===== src/fpir_pkg.sv =====
package fpir_pkg;

  // ****************************************
  // FPIR field widths
  // ****************************************
  localparam int BW_FPIR_TYPE = 2;
  localparam int BW_EXPONENT = 10;
  // Significand carries its leading one
  localparam int BW_SIGNIFICAND = 11;
  localparam int BW_GUARD = 2;
  localparam int BW_OVERFLOW = 1;
  localparam int BW_SIGNIFICAND_EXTENDED = BW_SIGNIFICAND + BW_GUARD;
  // Full double-width product, no resize
  localparam int BW_PRODUCT = 2 * BW_SIGNIFICAND_EXTENDED;
  localparam int BW_FPIR_VALUE = BW_FPIR_TYPE + 1 + BW_EXPONENT
                               + BW_SIGNIFICAND_EXTENDED + BW_OVERFLOW;

  // Field LSB positions, packed from the top bit down
  // as class, sign, exponent, significand, guard, overflow
  localparam int POS_GUARD = BW_OVERFLOW;
  localparam int POS_SIGNIFICAND = POS_GUARD + BW_GUARD;
  localparam int POS_EXPONENT = POS_SIGNIFICAND + BW_SIGNIFICAND;
  localparam int POS_SIGN = POS_EXPONENT + BW_EXPONENT;
  localparam int POS_FPIR_TYPE = POS_SIGN + 1;

  // ****************************************
  // Class codes
  // ****************************************
  localparam logic [BW_FPIR_TYPE-1:0] FPIR_ZERO = 2'd0;
  localparam logic [BW_FPIR_TYPE-1:0] FPIR_NORMAL = 2'd1;
  localparam logic [BW_FPIR_TYPE-1:0] FPIR_INF = 2'd2;
  localparam logic [BW_FPIR_TYPE-1:0] FPIR_NAN = 2'd3;

  // Signed exponent limits, 511 and -512
  localparam logic signed [BW_EXPONENT-1:0] EXP_MAX = {1'b0, {(BW_EXPONENT-1){1'b1}}};
  localparam logic signed [BW_EXPONENT-1:0] EXP_MIN = {1'b1, {(BW_EXPONENT-1){1'b0}}};

  // ****************************************
  // Multiplier timing and split
  // ****************************************
  // One multiplier bit per cycle
  localparam int ITER_CYCLES = BW_SIGNIFICAND_EXTENDED;
  localparam int BW_ITER_COUNT = $clog2(ITER_CYCLES + 1);
  localparam int PIPE_LATENCY = 2;
  // Halves of the multiplier operand in the pipelined path
  localparam int BW_SPLIT_LO = BW_SIGNIFICAND_EXTENDED / 2;
  localparam int BW_SPLIT_HI = BW_SIGNIFICAND_EXTENDED - BW_SPLIT_LO;

endpackage


===== src/fpir_exp_unit.sv =====
`timescale 1ns/100ps

module fpir_exp_unit (
  input  logic                                           clk,
  input  logic                                           rst,
  input  logic                                           capture,
  input  logic                                           sign,
  input  logic                                           norm,
  input  logic [fpir_pkg::BW_SIGNIFICAND_EXTENDED-1:0]   sig_norm,
  input  logic [fpir_pkg::BW_FPIR_TYPE-1:0]              class_a,
  input  logic [fpir_pkg::BW_FPIR_TYPE-1:0]              class_b,
  input  logic [fpir_pkg::BW_EXPONENT-1:0]               exp_a,
  input  logic [fpir_pkg::BW_EXPONENT-1:0]               exp_b,
  output logic [fpir_pkg::BW_FPIR_VALUE-1:0]             result
);

  import fpir_pkg::*;

  logic signed [BW_EXPONENT:0]   exp_sum;
  logic [BW_EXPONENT-1:0]        exp_sat;
  logic [BW_OVERFLOW-1:0]        ovf;
  logic                          any_nan;
  logic                          any_inf;
  logic                          any_zero;
  logic                          zero_times_inf;
  logic [BW_FPIR_TYPE-1:0]       class_res;
  logic [BW_FPIR_VALUE-1:0]      result_d;

  // ****************************************
  // Exponent with saturation
  // ****************************************
  // One extra bit covers 511+511+1 and -1024
  assign exp_sum = $signed({exp_a[BW_EXPONENT-1], exp_a})
                 + $signed({exp_b[BW_EXPONENT-1], exp_b})
                 + $signed({{BW_EXPONENT{1'b0}}, norm});

  always_comb begin
    exp_sat = exp_sum[BW_EXPONENT-1:0];
    ovf = '0;
    if (exp_sum > (BW_EXPONENT+1)'(EXP_MAX)) begin
      exp_sat = EXP_MAX;
      ovf = '1;
    end else if (exp_sum < (BW_EXPONENT+1)'(EXP_MIN)) begin
      exp_sat = EXP_MIN;
      ovf = '1;
    end
  end

  // ****************************************
  // Class resolution
  // ****************************************
  assign any_nan = (class_a == FPIR_NAN) || (class_b == FPIR_NAN);
  assign any_inf = (class_a == FPIR_INF) || (class_b == FPIR_INF);
  assign any_zero = (class_a == FPIR_ZERO) || (class_b == FPIR_ZERO);
  // 0 * inf is undefined
  assign zero_times_inf = any_zero && any_inf;

  always_comb begin
    if (any_nan || zero_times_inf) begin
      class_res = FPIR_NAN;
    end else if (any_inf) begin
      class_res = FPIR_INF;
    end else if (any_zero) begin
      class_res = FPIR_ZERO;
    end else begin
      class_res = FPIR_NORMAL;
    end
  end

  // Specials keep only class and sign
  always_comb begin
    if (class_res == FPIR_NORMAL) begin
      result_d = {class_res, sign, exp_sat, sig_norm, ovf};
    end else begin
      result_d = {class_res, sign, {(BW_FPIR_VALUE-BW_FPIR_TYPE-1){1'b0}}};
    end
  end

  // Result held until the next capture
  always_ff @(posedge clk) begin
    if (rst) begin
      result <= '0;
    end else if (capture) begin
      result <= result_d;
    end
  end

endmodule


===== src/fpir_mul_ctrl.sv =====
`timescale 1ns/100ps

module fpir_mul_ctrl (
  input  logic clk,
  input  logic rst,
  input  logic req,
  input  logic use_iter,
  input  logic iter_done,
  output logic load,
  output logic start,
  output logic capture,
  output logic ack
);

  import fpir_pkg::*;

  typedef enum logic [2:0] {
    S_IDLE,
    S_LOAD,
    S_RUN,
    S_CAPTURE,
    S_ACK,
    S_RELEASE
  } state_t;

  state_t                   state_q;
  state_t                   state_d;
  logic                     path_iter_q;
  logic [BW_ITER_COUNT-1:0] run_cnt_q;
  logic                     start_q;
  logic                     pipe_done;
  logic                     wait_done;

  // ****************************************
  // Product wait
  // ****************************************
  // Cycles since start, zero in the start cycle
  assign pipe_done = (run_cnt_q == BW_ITER_COUNT'(PIPE_LATENCY));
  assign wait_done = path_iter_q ? iter_done : pipe_done;

  always_comb begin
    state_d = state_q;
    case (state_q)
      S_IDLE:    if (req) state_d = S_LOAD;
      S_LOAD:    state_d = S_RUN;
      S_RUN:     if (wait_done) state_d = S_CAPTURE;
      S_CAPTURE: state_d = S_ACK;
      // Ack held for as long as req stays high
      S_ACK:     if (!req) state_d = S_RELEASE;
      S_RELEASE: state_d = S_IDLE;
      default:   state_d = S_IDLE;
    endcase
  end

  always_ff @(posedge clk) begin
    if (rst) begin
      state_q <= S_IDLE;
      path_iter_q <= 1'b0;
      run_cnt_q <= '0;
      start_q <= 1'b0;
    end else begin
      state_q <= state_d;
      // start follows load by one cycle
      start_q <= (state_q == S_LOAD);
      if (state_q == S_IDLE && req) begin
        path_iter_q <= use_iter;
      end
      if (state_q == S_LOAD) begin
        run_cnt_q <= '0;
      end else if (state_q == S_RUN) begin
        run_cnt_q <= run_cnt_q + 1'b1;
      end
    end
  end

  // Strobes decoded from state
  assign load = (state_q == S_LOAD);
  assign start = start_q;
  assign capture = (state_q == S_CAPTURE);
  assign ack = (state_q == S_ACK) || (state_q == S_RELEASE);

endmodule


===== src/fpir_mul_unit.sv =====
`timescale 1ns/100ps

module fpir_mul_unit (
  input  logic                                clk,
  input  logic                                rst,
  input  logic [fpir_pkg::BW_FPIR_VALUE-1:0]  op_a,
  input  logic [fpir_pkg::BW_FPIR_VALUE-1:0]  op_b,
  input  logic                                use_iter,
  input  logic                                req,
  output logic [fpir_pkg::BW_FPIR_VALUE-1:0]  result,
  output logic                                ack
);

  import fpir_pkg::*;

  // Sequencer strobes
  logic                               load;
  logic                               start;
  logic                               capture;
  logic                               iter_done;

  // Significand datapath
  logic [BW_SIGNIFICAND_EXTENDED-1:0] sig_a;
  logic [BW_SIGNIFICAND_EXTENDED-1:0] sig_b;
  logic [BW_PRODUCT-1:0]              pipe_product;
  logic [BW_PRODUCT-1:0]              iter_product;
  logic                               sign;
  logic                               norm;
  logic [BW_SIGNIFICAND_EXTENDED-1:0] sig_norm;

  // Registered operand fields
  logic [BW_FPIR_TYPE-1:0]            class_a;
  logic [BW_FPIR_TYPE-1:0]            class_b;
  logic [BW_EXPONENT-1:0]             exp_a;
  logic [BW_EXPONENT-1:0]             exp_b;

  // ****************************************
  // Control
  // ****************************************
  fpir_mul_ctrl u_ctrl (
    .clk       (clk),
    .rst       (rst),
    .req       (req),
    .use_iter  (use_iter),
    .iter_done (iter_done),
    .load      (load),
    .start     (start),
    .capture   (capture),
    .ack       (ack)
  );

  // ****************************************
  // Datapath
  // ****************************************
  fpir_sig_select u_sig_select (
    .clk          (clk),
    .rst          (rst),
    .load         (load),
    .use_iter     (use_iter),
    .op_a         (op_a),
    .op_b         (op_b),
    .pipe_product (pipe_product),
    .iter_product (iter_product),
    .sig_a        (sig_a),
    .sig_b        (sig_b),
    .sign         (sign),
    .norm         (norm),
    .sig_norm     (sig_norm),
    .class_a      (class_a),
    .class_b      (class_b),
    .exp_a        (exp_a),
    .exp_b        (exp_b)
  );

  // Both product sources start together
  fpir_sig_mult_pipe u_mult_pipe (
    .clk     (clk),
    .rst     (rst),
    .start   (start),
    .sig_a   (sig_a),
    .sig_b   (sig_b),
    .product (pipe_product)
  );

  fpir_sig_mult_iter u_mult_iter (
    .clk     (clk),
    .rst     (rst),
    .start   (start),
    .sig_a   (sig_a),
    .sig_b   (sig_b),
    .product (iter_product),
    .done    (iter_done)
  );

  fpir_exp_unit u_exp_unit (
    .clk      (clk),
    .rst      (rst),
    .capture  (capture),
    .sign     (sign),
    .norm     (norm),
    .sig_norm (sig_norm),
    .class_a  (class_a),
    .class_b  (class_b),
    .exp_a    (exp_a),
    .exp_b    (exp_b),
    .result   (result)
  );

endmodule


===== src/fpir_sig_mult_iter.sv =====
`timescale 1ns/100ps

module fpir_sig_mult_iter (
  input  logic                                           clk,
  input  logic                                           rst,
  input  logic                                           start,
  input  logic [fpir_pkg::BW_SIGNIFICAND_EXTENDED-1:0]   sig_a,
  input  logic [fpir_pkg::BW_SIGNIFICAND_EXTENDED-1:0]   sig_b,
  output logic [fpir_pkg::BW_PRODUCT-1:0]                product,
  output logic                                           done
);

  import fpir_pkg::*;

  // Shift-add datapath
  logic [BW_PRODUCT-1:0]              mcand_q;
  logic [BW_SIGNIFICAND_EXTENDED-1:0] mplier_q;
  logic [BW_PRODUCT-1:0]              acc_q;
  // Step control
  logic [BW_ITER_COUNT-1:0]           step_q;
  logic                               busy_q;
  logic                               done_q;

  logic [BW_PRODUCT-1:0]              mcand_cur;
  logic [BW_SIGNIFICAND_EXTENDED-1:0] mplier_cur;
  logic [BW_PRODUCT-1:0]              acc_cur;
  logic [BW_ITER_COUNT-1:0]           step_cur;
  logic [BW_PRODUCT-1:0]              acc_next;
  logic                               last_step;

  // ****************************************
  // Step operands
  // ****************************************
  // Start seeds fresh operands and a zero accumulator
  // A restart abandons any operation in flight
  assign mcand_cur = start ? BW_PRODUCT'(sig_a) : mcand_q;
  assign mplier_cur = start ? sig_b : mplier_q;
  assign acc_cur = start ? '0 : acc_q;
  assign step_cur = start ? '0 : step_q;

  // Add shifted multiplicand when the current LSB is set
  assign acc_next = acc_cur + (mplier_cur[0] ? mcand_cur : '0);
  assign last_step = (step_cur == BW_ITER_COUNT'(ITER_CYCLES - 1));

  // ****************************************
  // Control
  // ****************************************
  always_ff @(posedge clk) begin
    if (rst) begin
      busy_q <= 1'b0;
      done_q <= 1'b0;
      step_q <= '0;
    end else begin
      // Single-cycle done pulse
      done_q <= 1'b0;
      if (start || busy_q) begin
        busy_q <= !last_step;
        done_q <= last_step;
        step_q <= step_cur + 1'b1;
      end
    end
  end

  // Accumulator holds the product once idle
  always_ff @(posedge clk) begin
    if (start || busy_q) begin
      acc_q <= acc_next;
      mcand_q <= mcand_cur << 1;
      mplier_q <= mplier_cur >> 1;
    end
  end

  assign product = acc_q;
  assign done = done_q;

endmodule


===== src/fpir_sig_mult_pipe.sv =====
`timescale 1ns/100ps

module fpir_sig_mult_pipe (
  input  logic                                           clk,
  input  logic                                           rst,
  input  logic                                           start,
  input  logic [fpir_pkg::BW_SIGNIFICAND_EXTENDED-1:0]   sig_a,
  input  logic [fpir_pkg::BW_SIGNIFICAND_EXTENDED-1:0]   sig_b,
  output logic [fpir_pkg::BW_PRODUCT-1:0]                product
);

  import fpir_pkg::*;

  localparam int BW_PP_LO = BW_SIGNIFICAND_EXTENDED + BW_SPLIT_LO;
  localparam int BW_PP_HI = BW_SIGNIFICAND_EXTENDED + BW_SPLIT_HI;

  logic [BW_PP_LO-1:0]   pp_lo_d;
  logic [BW_PP_HI-1:0]   pp_hi_d;
  logic [BW_PP_LO-1:0]   pp_lo_q;
  logic [BW_PP_HI-1:0]   pp_hi_q;
  logic                  stage1_vld;
  logic [BW_PRODUCT-1:0] sum_d;

  // ****************************************
  // Stage one, partial products
  // ****************************************
  // Multiplier split into low and high halves
  assign pp_lo_d = BW_PP_LO'(sig_a) * BW_PP_LO'(sig_b[BW_SPLIT_LO-1:0]);
  assign pp_hi_d = BW_PP_HI'(sig_a) * BW_PP_HI'(sig_b[BW_SIGNIFICAND_EXTENDED-1:BW_SPLIT_LO]);

  always_ff @(posedge clk) begin
    if (rst) begin
      stage1_vld <= 1'b0;
    end else begin
      stage1_vld <= start;
    end
  end

  always_ff @(posedge clk) begin
    if (start) begin
      pp_lo_q <= pp_lo_d;
      pp_hi_q <= pp_hi_d;
    end
  end

  // ****************************************
  // Stage two, shifted sum
  // ****************************************
  // High half weighs 2^BW_SPLIT_LO
  assign sum_d = BW_PRODUCT'({pp_hi_q, {BW_SPLIT_LO{1'b0}}}) + BW_PRODUCT'(pp_lo_q);

  // Held between operations
  always_ff @(posedge clk) begin
    if (stage1_vld) begin
      product <= sum_d;
    end
  end

endmodule


===== src/fpir_sig_select.sv =====
`timescale 1ns/100ps

module fpir_sig_select (
  input  logic                                           clk,
  input  logic                                           rst,
  input  logic                                           load,
  input  logic                                           use_iter,
  input  logic [fpir_pkg::BW_FPIR_VALUE-1:0]             op_a,
  input  logic [fpir_pkg::BW_FPIR_VALUE-1:0]             op_b,
  input  logic [fpir_pkg::BW_PRODUCT-1:0]                pipe_product,
  input  logic [fpir_pkg::BW_PRODUCT-1:0]                iter_product,
  output logic [fpir_pkg::BW_SIGNIFICAND_EXTENDED-1:0]   sig_a,
  output logic [fpir_pkg::BW_SIGNIFICAND_EXTENDED-1:0]   sig_b,
  output logic                                           sign,
  output logic                                           norm,
  output logic [fpir_pkg::BW_SIGNIFICAND_EXTENDED-1:0]   sig_norm,
  output logic [fpir_pkg::BW_FPIR_TYPE-1:0]              class_a,
  output logic [fpir_pkg::BW_FPIR_TYPE-1:0]              class_b,
  output logic [fpir_pkg::BW_EXPONENT-1:0]               exp_a,
  output logic [fpir_pkg::BW_EXPONENT-1:0]               exp_b
);

  import fpir_pkg::*;

  logic [BW_FPIR_VALUE-1:0] op_a_q;
  logic [BW_FPIR_VALUE-1:0] op_b_q;
  logic                     sel_iter_q;
  logic [BW_PRODUCT-1:0]    product_sel;

  // ****************************************
  // Operand capture
  // ****************************************
  // Path select is control state
  always_ff @(posedge clk) begin
    if (rst) begin
      sel_iter_q <= 1'b0;
    end else if (load) begin
      sel_iter_q <= use_iter;
    end
  end

  // Operands held until the next load
  always_ff @(posedge clk) begin
    if (load) begin
      op_a_q <= op_a;
      op_b_q <= op_b;
    end
  end

  // Field unpack
  assign class_a = op_a_q[POS_FPIR_TYPE +: BW_FPIR_TYPE];
  assign class_b = op_b_q[POS_FPIR_TYPE +: BW_FPIR_TYPE];
  assign exp_a = op_a_q[POS_EXPONENT +: BW_EXPONENT];
  assign exp_b = op_b_q[POS_EXPONENT +: BW_EXPONENT];

  // Significand with guard bits, always extended
  assign sig_a = op_a_q[POS_GUARD +: BW_SIGNIFICAND_EXTENDED];
  assign sig_b = op_b_q[POS_GUARD +: BW_SIGNIFICAND_EXTENDED];

  assign sign = op_a_q[POS_SIGN] ^ op_b_q[POS_SIGN];

  // ****************************************
  // Product select and normalize
  // ****************************************
  assign product_sel = sel_iter_q ? iter_product : pipe_product;

  // Product of two 1.x values lies in [1,4)
  assign norm = product_sel[BW_PRODUCT-1];

  // Upper window, low bits dropped without rounding
  assign sig_norm = norm ? product_sel[BW_PRODUCT-1 -: BW_SIGNIFICAND_EXTENDED]
                         : product_sel[BW_PRODUCT-2 -: BW_SIGNIFICAND_EXTENDED];

endmodule

===== config.mk =====
export PLATFORM = sky130hd
export DESIGN_NAME = fpir_mul_unit
export DESIGN_NICKNAME = d
export VERILOG_FILES = /design/src/fpir_pkg.sv /design/src/fpir_exp_unit.sv /design/src/fpir_mul_ctrl.sv /design/src/fpir_mul_unit.sv /design/src/fpir_sig_mult_iter.sv /design/src/fpir_sig_mult_pipe.sv /design/src/fpir_sig_select.sv
export SDC_FILE = /design/constraint.sdc
export NUM_CORES = 1
export LEC_CHECK = 0
export BUFFER_PORTS_ARGS = -buffer_cell sky130_fd_sc_hd__buf_2
export CORE_MARGIN = 1.5
export CORE_UTILIZATION = 63
export DETAILED_ROUTE_END_ITERATION = 10
export PLACE_DENSITY = 0.83
export SKIP_CTS_REPAIR_TIMING = 1
export SYNTH_ARGS = -nofsm -noshare
export SYNTH_HDL_FRONTEND = slang
export SYNTH_SLANG_ARGS = --single-unit
export TNS_END_PERCENT = 5

===== constraint.sdc =====
create_clock -name clk -period 6.6 [get_ports clk]
set_input_delay 1.65 -clock clk [delete_from_list [all_inputs] [get_ports clk]]
set_output_delay 1.65 -clock clk [all_outputs]
set_load 0.005 [all_outputs]

; ---- Yosys cells after proc, flatten, opt, wreduce, memory -nomap -nowiden
; Index checks and enable logic that the tools add are counted.
[classes]
n_reduce_logical = 15
bitwise = 2
muxes = 20
addsub = 6
eq_ne = 15
magnitude_cmp = 2
multipliers = 2
[op_table]
columns = cell, n
row1 = $mux 26, 4
row2 = $add 26x19->26, 1
row3 = $add 26x26->26, 1
row4 = $mux 24, 1
row5 = $mul 13x7->20, 1
row6 = $mux 10, 2
row7 = $mul 13x6->19, 1
row8 = $pmux 3 s5, 1
row9 = $mux 13, 1
row10 = $mux 12, 1
row11 = $add 10x10->11, 1
row12 = $add 11x2->11, 1
row13 = $gt 11x10->1 const B, 1
row14 = $lt 11x10->1 const B, 1
row15 = $mux 3, 3
row16 = $add 4x1->4 const B, 2
row17 = $eq 2x2->1 const B, 4
row18 = $eq 3x2->1 const B, 2
row19 = $eq 3x3->1 const B, 2
row20 = $logic_or 1x1->1, 6
row21 = $eq 4x2->1 const B, 1
row22 = $eq 4x4->1 const B, 1
row23 = $logic_not 2->1, 2
row24 = $mux 1, 4
row25 = other kinds (13), 17
[totals]
regBits = 226
inputBits = 58

; ---- Logic depth before layout (Yosys ltp)
[depth]
depth_word = 7
mapped_depth = 18
mapped_depth_nobuf = 17

; ---- Modules after synthesis
; Synthesis repeated with hierarchy kept, for this count alone.
[hier_totals]
hier_cells = 1543
area_unflattened_um2 = 16442.0
[by_module_without_submodules]
columns = mod, area_each_um2, seq_area_each_um2, cells_per_inst, instances
row1 = fpir_sig_mult_pipe, 7900.1, 1971.9, 793, 1
row2 = fpir_sig_mult_iter, 4152.7, 2011.9, 372, 1
row3 = fpir_sig_select, 2407.3, 1581.5, 150, 1
row4 = fpir_exp_unit, 1483.9, 540.5, 170, 1
row5 = fpir_mul_ctrl, 498.0, 180.2, 58, 1

; ---- Worst setup path after synthesis
; OpenSTA, ideal clock, no wires.
[synth_path]
path_kind = register to register
from = register u_ctrl.state_q[1]
to = register u_sig_select.sel_iter_q
setup_slack_ps = 1503
synth_period_minus_slack_ps = 5097
t_arrival_ps = 4969
t_required_ps = 6472
stages_incl_launch_ff = 5
setup_ps = 128
cell_sequence = dfxtp_1 > clkbuf_1 > nor3b_1 > mux2i_1 > nor2_1
[synth_between]
elab_chain_cells = 1
[synth_rtl]
columns = element, line_no
row1 = from (decl), fpir_mul_ctrl.sv:26  ; state_t state_q;
row2 = from (signal assigned), fpir_mul_ctrl.sv:62  ; state_q <= state_d;
row3 = $eq 3x1->1, fpir_mul_ctrl.sv:77  ; assign load = (state_q == S_LOAD);
row4 = net load, fpir_mul_unit.sv:17  ; logic load;
row5 = to (signal assigned), fpir_sig_select.sv:38  ; sel_iter_q <= use_iter;
row6 = to (decl), fpir_sig_select.sv:27  ; logic sel_iter_q;
; The timed path passes the listed nets, and every way through them passes these cells.
; A chain may end at the register's enable or synchronous reset.

; ---- Worst setup path in the final report
[layout_path]
from = register u_sig_select.op_a_q[4]
to = register u_mult_pipe.pp_hi_q[19], data pin
[layout_between]
elab_chain_cells = 1
[layout_rtl]
columns = element, line_no
row1 = from (decl), fpir_sig_select.sv:25  ; logic [BW_FPIR_VALUE-1:0] op_a_q;
row2 = from (signal assigned), fpir_sig_select.sv:45  ; op_a_q <= op_a;
row3 = $mul 13x7->20, fpir_sig_mult_pipe.sv:29  ; assign pp_hi_d = BW_PP_HI'(sig_a) * BW_PP_HI'(sig_b[BW_SIGNIFICAND_EXTENDED-1:BW_SPLIT_LO]);
row4 = net u_mult_pipe.pp_hi_d[19], fpir_sig_mult_pipe.sv:18  ; logic [BW_PP_HI-1:0] pp_hi_d;
row5 = to (signal assigned), fpir_sig_mult_pipe.sv:42  ; pp_hi_q <= pp_hi_d;
row6 = to (decl), fpir_sig_mult_pipe.sv:20  ; logic [BW_PP_HI-1:0] pp_hi_q;
; The timed path passes the listed nets, and every way through them passes these cells.

==> impl_metrics.json <==
{
  "fin_crit_ns": 5.166,
  "synth.ff_latch_count": 206,
  "synth_fp_nets": 1678,
  "gp_congestion": 0.8597,
  "required_ns": 6.88,
  "synthDistinctLibCells": 68,
  "power.leakage_nw": 6.985,
  "synthCells": 1407,
  "die_y_um": 156.4,
  "cts.path.max_buffers": 3,
  "path_clk_slew_ns": 0.06,
  "start_kind": "flip-flop",
  "critPathCaptureType": "flip-flop",
  "hp-class": "flip-flop to flip-flop",
  "fin_ws_ns": 1.434,
  "post-place-ws_ns": 1.438,
  "dpl.hpwl_mm": 21.13,
  "ant_nets": 0,
  "drt_iter0_drc": 595,
  "nets": 1733,
  "tightestPinTransition_ns": 0.9920,
  "io_buffers": 83,
  "synth_top_area_share_pct": 32.80,
  "slew_viol_final": 0,
  "yosysSeqAreaShare_pct": 38.73,
  "finalWirelength_mm": 29.76,
  "synth_edf_count": 162,
  "critPathKind": "flip-flop to flip-flop",
  "tritoncts": "yes",
  "drcViolationCount": 0,
  "grt_first_pass_wirelength_mm": 49.13,
  "drtPass1Iterations": 5,
  "pin_count": 86,
  "area_delta_synth_final_pct": 9.920,
  "grt_overflow": 0,
  "die_w_um": 156.4,
  "core_region_area_mm2": 0.02285,
  "detail_route.wl_per_cell_um": 16.61,
  "synth_area_mm2": 0.01483,
  "final_common_cell": "edfxtp_1",
  "cts_htree_levels": 1,
  "rsz0062_at_grt": "false",
  "start_util_pct": 64.92,
  "synth.area.top_cells": "edfxtp_1 (33%), fa_1 (14%), ha_1 (9.4%)",
  "syn_area_per_cell_um2": 10.54,
  "cp.arrival_ns": 5.44,
  "fin_skew_ns": 0.01105,
  "fmax_ghz": 0.1936,
  "period_share_pct": 78.27,
  "hold_viol_final": 0,
  "crit_fanout": 14,
  "antenna_found_initial": 0,
  "finalSetupViolCount": 0,
  "drive_gt1_share_pct": 11.70,
  "cts_root_buffer": "clkbuf_16",
  "yosys_warnings": 0,
  "die_area_mm2": 0.02447,
  "tns_ns": 0,
  "yosysTopAreaCell": "edfxtp_1",
  "grt_max_degree": 90,
  "grt_usage_pct": 25.01,
  "status": "finished, final reports clean",
  "cts.sinks": 206,
  "vias": 10190,
  "ys.flop_type": "edfxtp_1",
  "ir_worst_vdd_v": 0.0002345,
  "cts_buffers": 24,
  "rows": 55,
  "powerDensity_mw_per_mm2": 302.8,
  "clock_latency_ns": 0.53,
  "synth_async_sr_flop_share_pct": 0,
  "maxSlewHeadroom_pct": 33.86,
  "drv_cap": 0,
  "grt_pass1_vias": 10400,
  "diodes": 0,
  "layout_common_cells": "edfxtp_1 (162), inv_1 (147), nand2_1 (117)",
  "vias_per_cell": 5.684
}
[cells by family after synthesis]
group | Yosys count | share of synthesized area, %
xor gates and xnor gates | 66 | 3.897
buffers and inverters | 208 | 5.415
muxes | 45 | 3.273
DFF | 206 | 38.73
adders and majority gates | 213 | 23.08
AOI/OAI and AO/OA | 228 | 10.22
and+or+nand+nor | 441 | 15.39
[worst max-delay path, stage by stage, from the launching register on]
cell and delay, ns:
edfxtp_1 0.65, and2_1 0.30, fa_1 0.53, inv_1 0.05
fa_1 0.47, inv_1 0.06, fa_1 0.52, inv_1 0.05
fa_1 0.53, inv_1 0.04, ha_1 0.23, or3_1 0.40
o2111ai_1 0.28, a31oi_1 0.17, a211oi_1 0.36, a21oi_1 0.14
xnor2_1 0.14
[final cells by class]
cell class	count	area, um^2
multi-input combinational	993	8289
fill	1647	6543
sequential	206	5749
clock buffer	29	691.9
inverter	148	555.5
timing repair buffer	89	460.4
tap	313	391.6
clock inverter	14	166.4
[power by group]
part | leakage [nW] | switching (mW) | total, mW | internal (mW)
registers | 1.85 | 0.0941 | 1.72 | 1.62
clock network | 0.428 | 0.544 | 1.41 | 0.867
logic | 4.71 | 1.00 | 1.81 | 0.811
[through the flow]
stage | power [mW] | area [um^2] | util [%] | hold WS (ns) | std cells
after global placement | 3.454 | 15450 | 67.61 | 0.4356 | 1749
final | 4.936 | 16300 | 71.36 | 0.4514 | 1792
after detailed placement | 3.541 | 15450 | 67.61 | 0.4430 | 1749
after CTS | 4.970 | 16300 | 71.36 | 0.4490 | 1792
after global routing | 5.272 | 16300 | 71.36 | 0.4657 | 1792
after floorplan | 3.159 | 14830 | - | 0.4483 | 1407
[cell usage after synthesis, types with 3 or more instances]
cell	instances
a211o_1	3
a211oi_1	20
a21o_1	12
a21oi_1	74
a21oi_2	3
a22oi_1	14
a31o_1	3
a31oi_1	6
a41oi_1	3
and2_1	110
and3_1	3
buf_1	5
buf_6	3
clkbuf_1	52
dfxtp_1	44
edfxtp_1	162
fa_1	101
ha_1	112
inv_1	147
mux2_2	26
mux2i_1	17
nand2_1	117
nand2b_1	11
nand3_1	12
nand3b_1	3
nand4_1	7
nor2_1	69
nor2b_1	72
nor3_1	20
o2111ai_1	4
o211ai_1	5
o21a_1	15
o21ai_0	21
o21ai_1	14
o21bai_1	7
or2_2	4
xnor2_1	51
xor2_1	15
[flip-flops by register name, summed over array words and instances, names as in the netlist]
register,flops
u_mult_iter.mplier_q,12
u_sig_select.op_a_q,26
u_sig_select.op_b_q,26
u_ctrl.run_cnt_q,4
u_mult_pipe.pp_hi_q,20
u_ctrl.state_q,3
u_mult_iter.product,26
u_mult_iter.mcand_q,25
u_mult_pipe.pp_lo_q,13
u_sig_select.sel_iter_q,1
u_mult_iter.done,1
u_mult_iter.step_q,4
u_mult_pipe.stage1_vld,1
u_exp_unit.result,27
u_ctrl.start,1
u_mult_iter.busy_q,1
u_mult_pipe.product,14
u_ctrl.path_iter_q,1
[worst paths after layout]
| kind | from | slack (ns) | depth (start not counted) | to |
|---|---|---|---|---|
| worst max-delay path | u_sig_select.op_a_q[4]$_DFFE_PP_ | 1.43 | 16 | u_mult_pipe.pp_hi_q[19]$_DFFE_PP_ |
| worst min-delay path | u_exp_unit.result[15]$_SDFFE_PP0N_ | 0.45 | 2 | u_exp_unit.result[15]$_SDFFE_PP0N_ |
| worst max register to register | u_sig_select.op_a_q[4]$_DFFE_PP_ | 1.43 | 16 | u_mult_pipe.pp_hi_q[19]$_DFFE_PP_ |
| worst min register to register | u_exp_unit.result[15]$_SDFFE_PP0N_ | 0.45 | 2 | u_exp_unit.result[15]$_SDFFE_PP0N_ |
[routing by layer]
metal | part of all wire [%] | up-vias | global-route usage, %
met5 | 0 | - | 0
met1 | 43 | 4937 | 31.85
li1 | - | 4900 | -
met2 | 49 | 292 | 44.57
met3 | 5.4 | 57 | 3.129
met4 | 2.3 | 0 | 7.664
(Power assumes the default switching activity.)
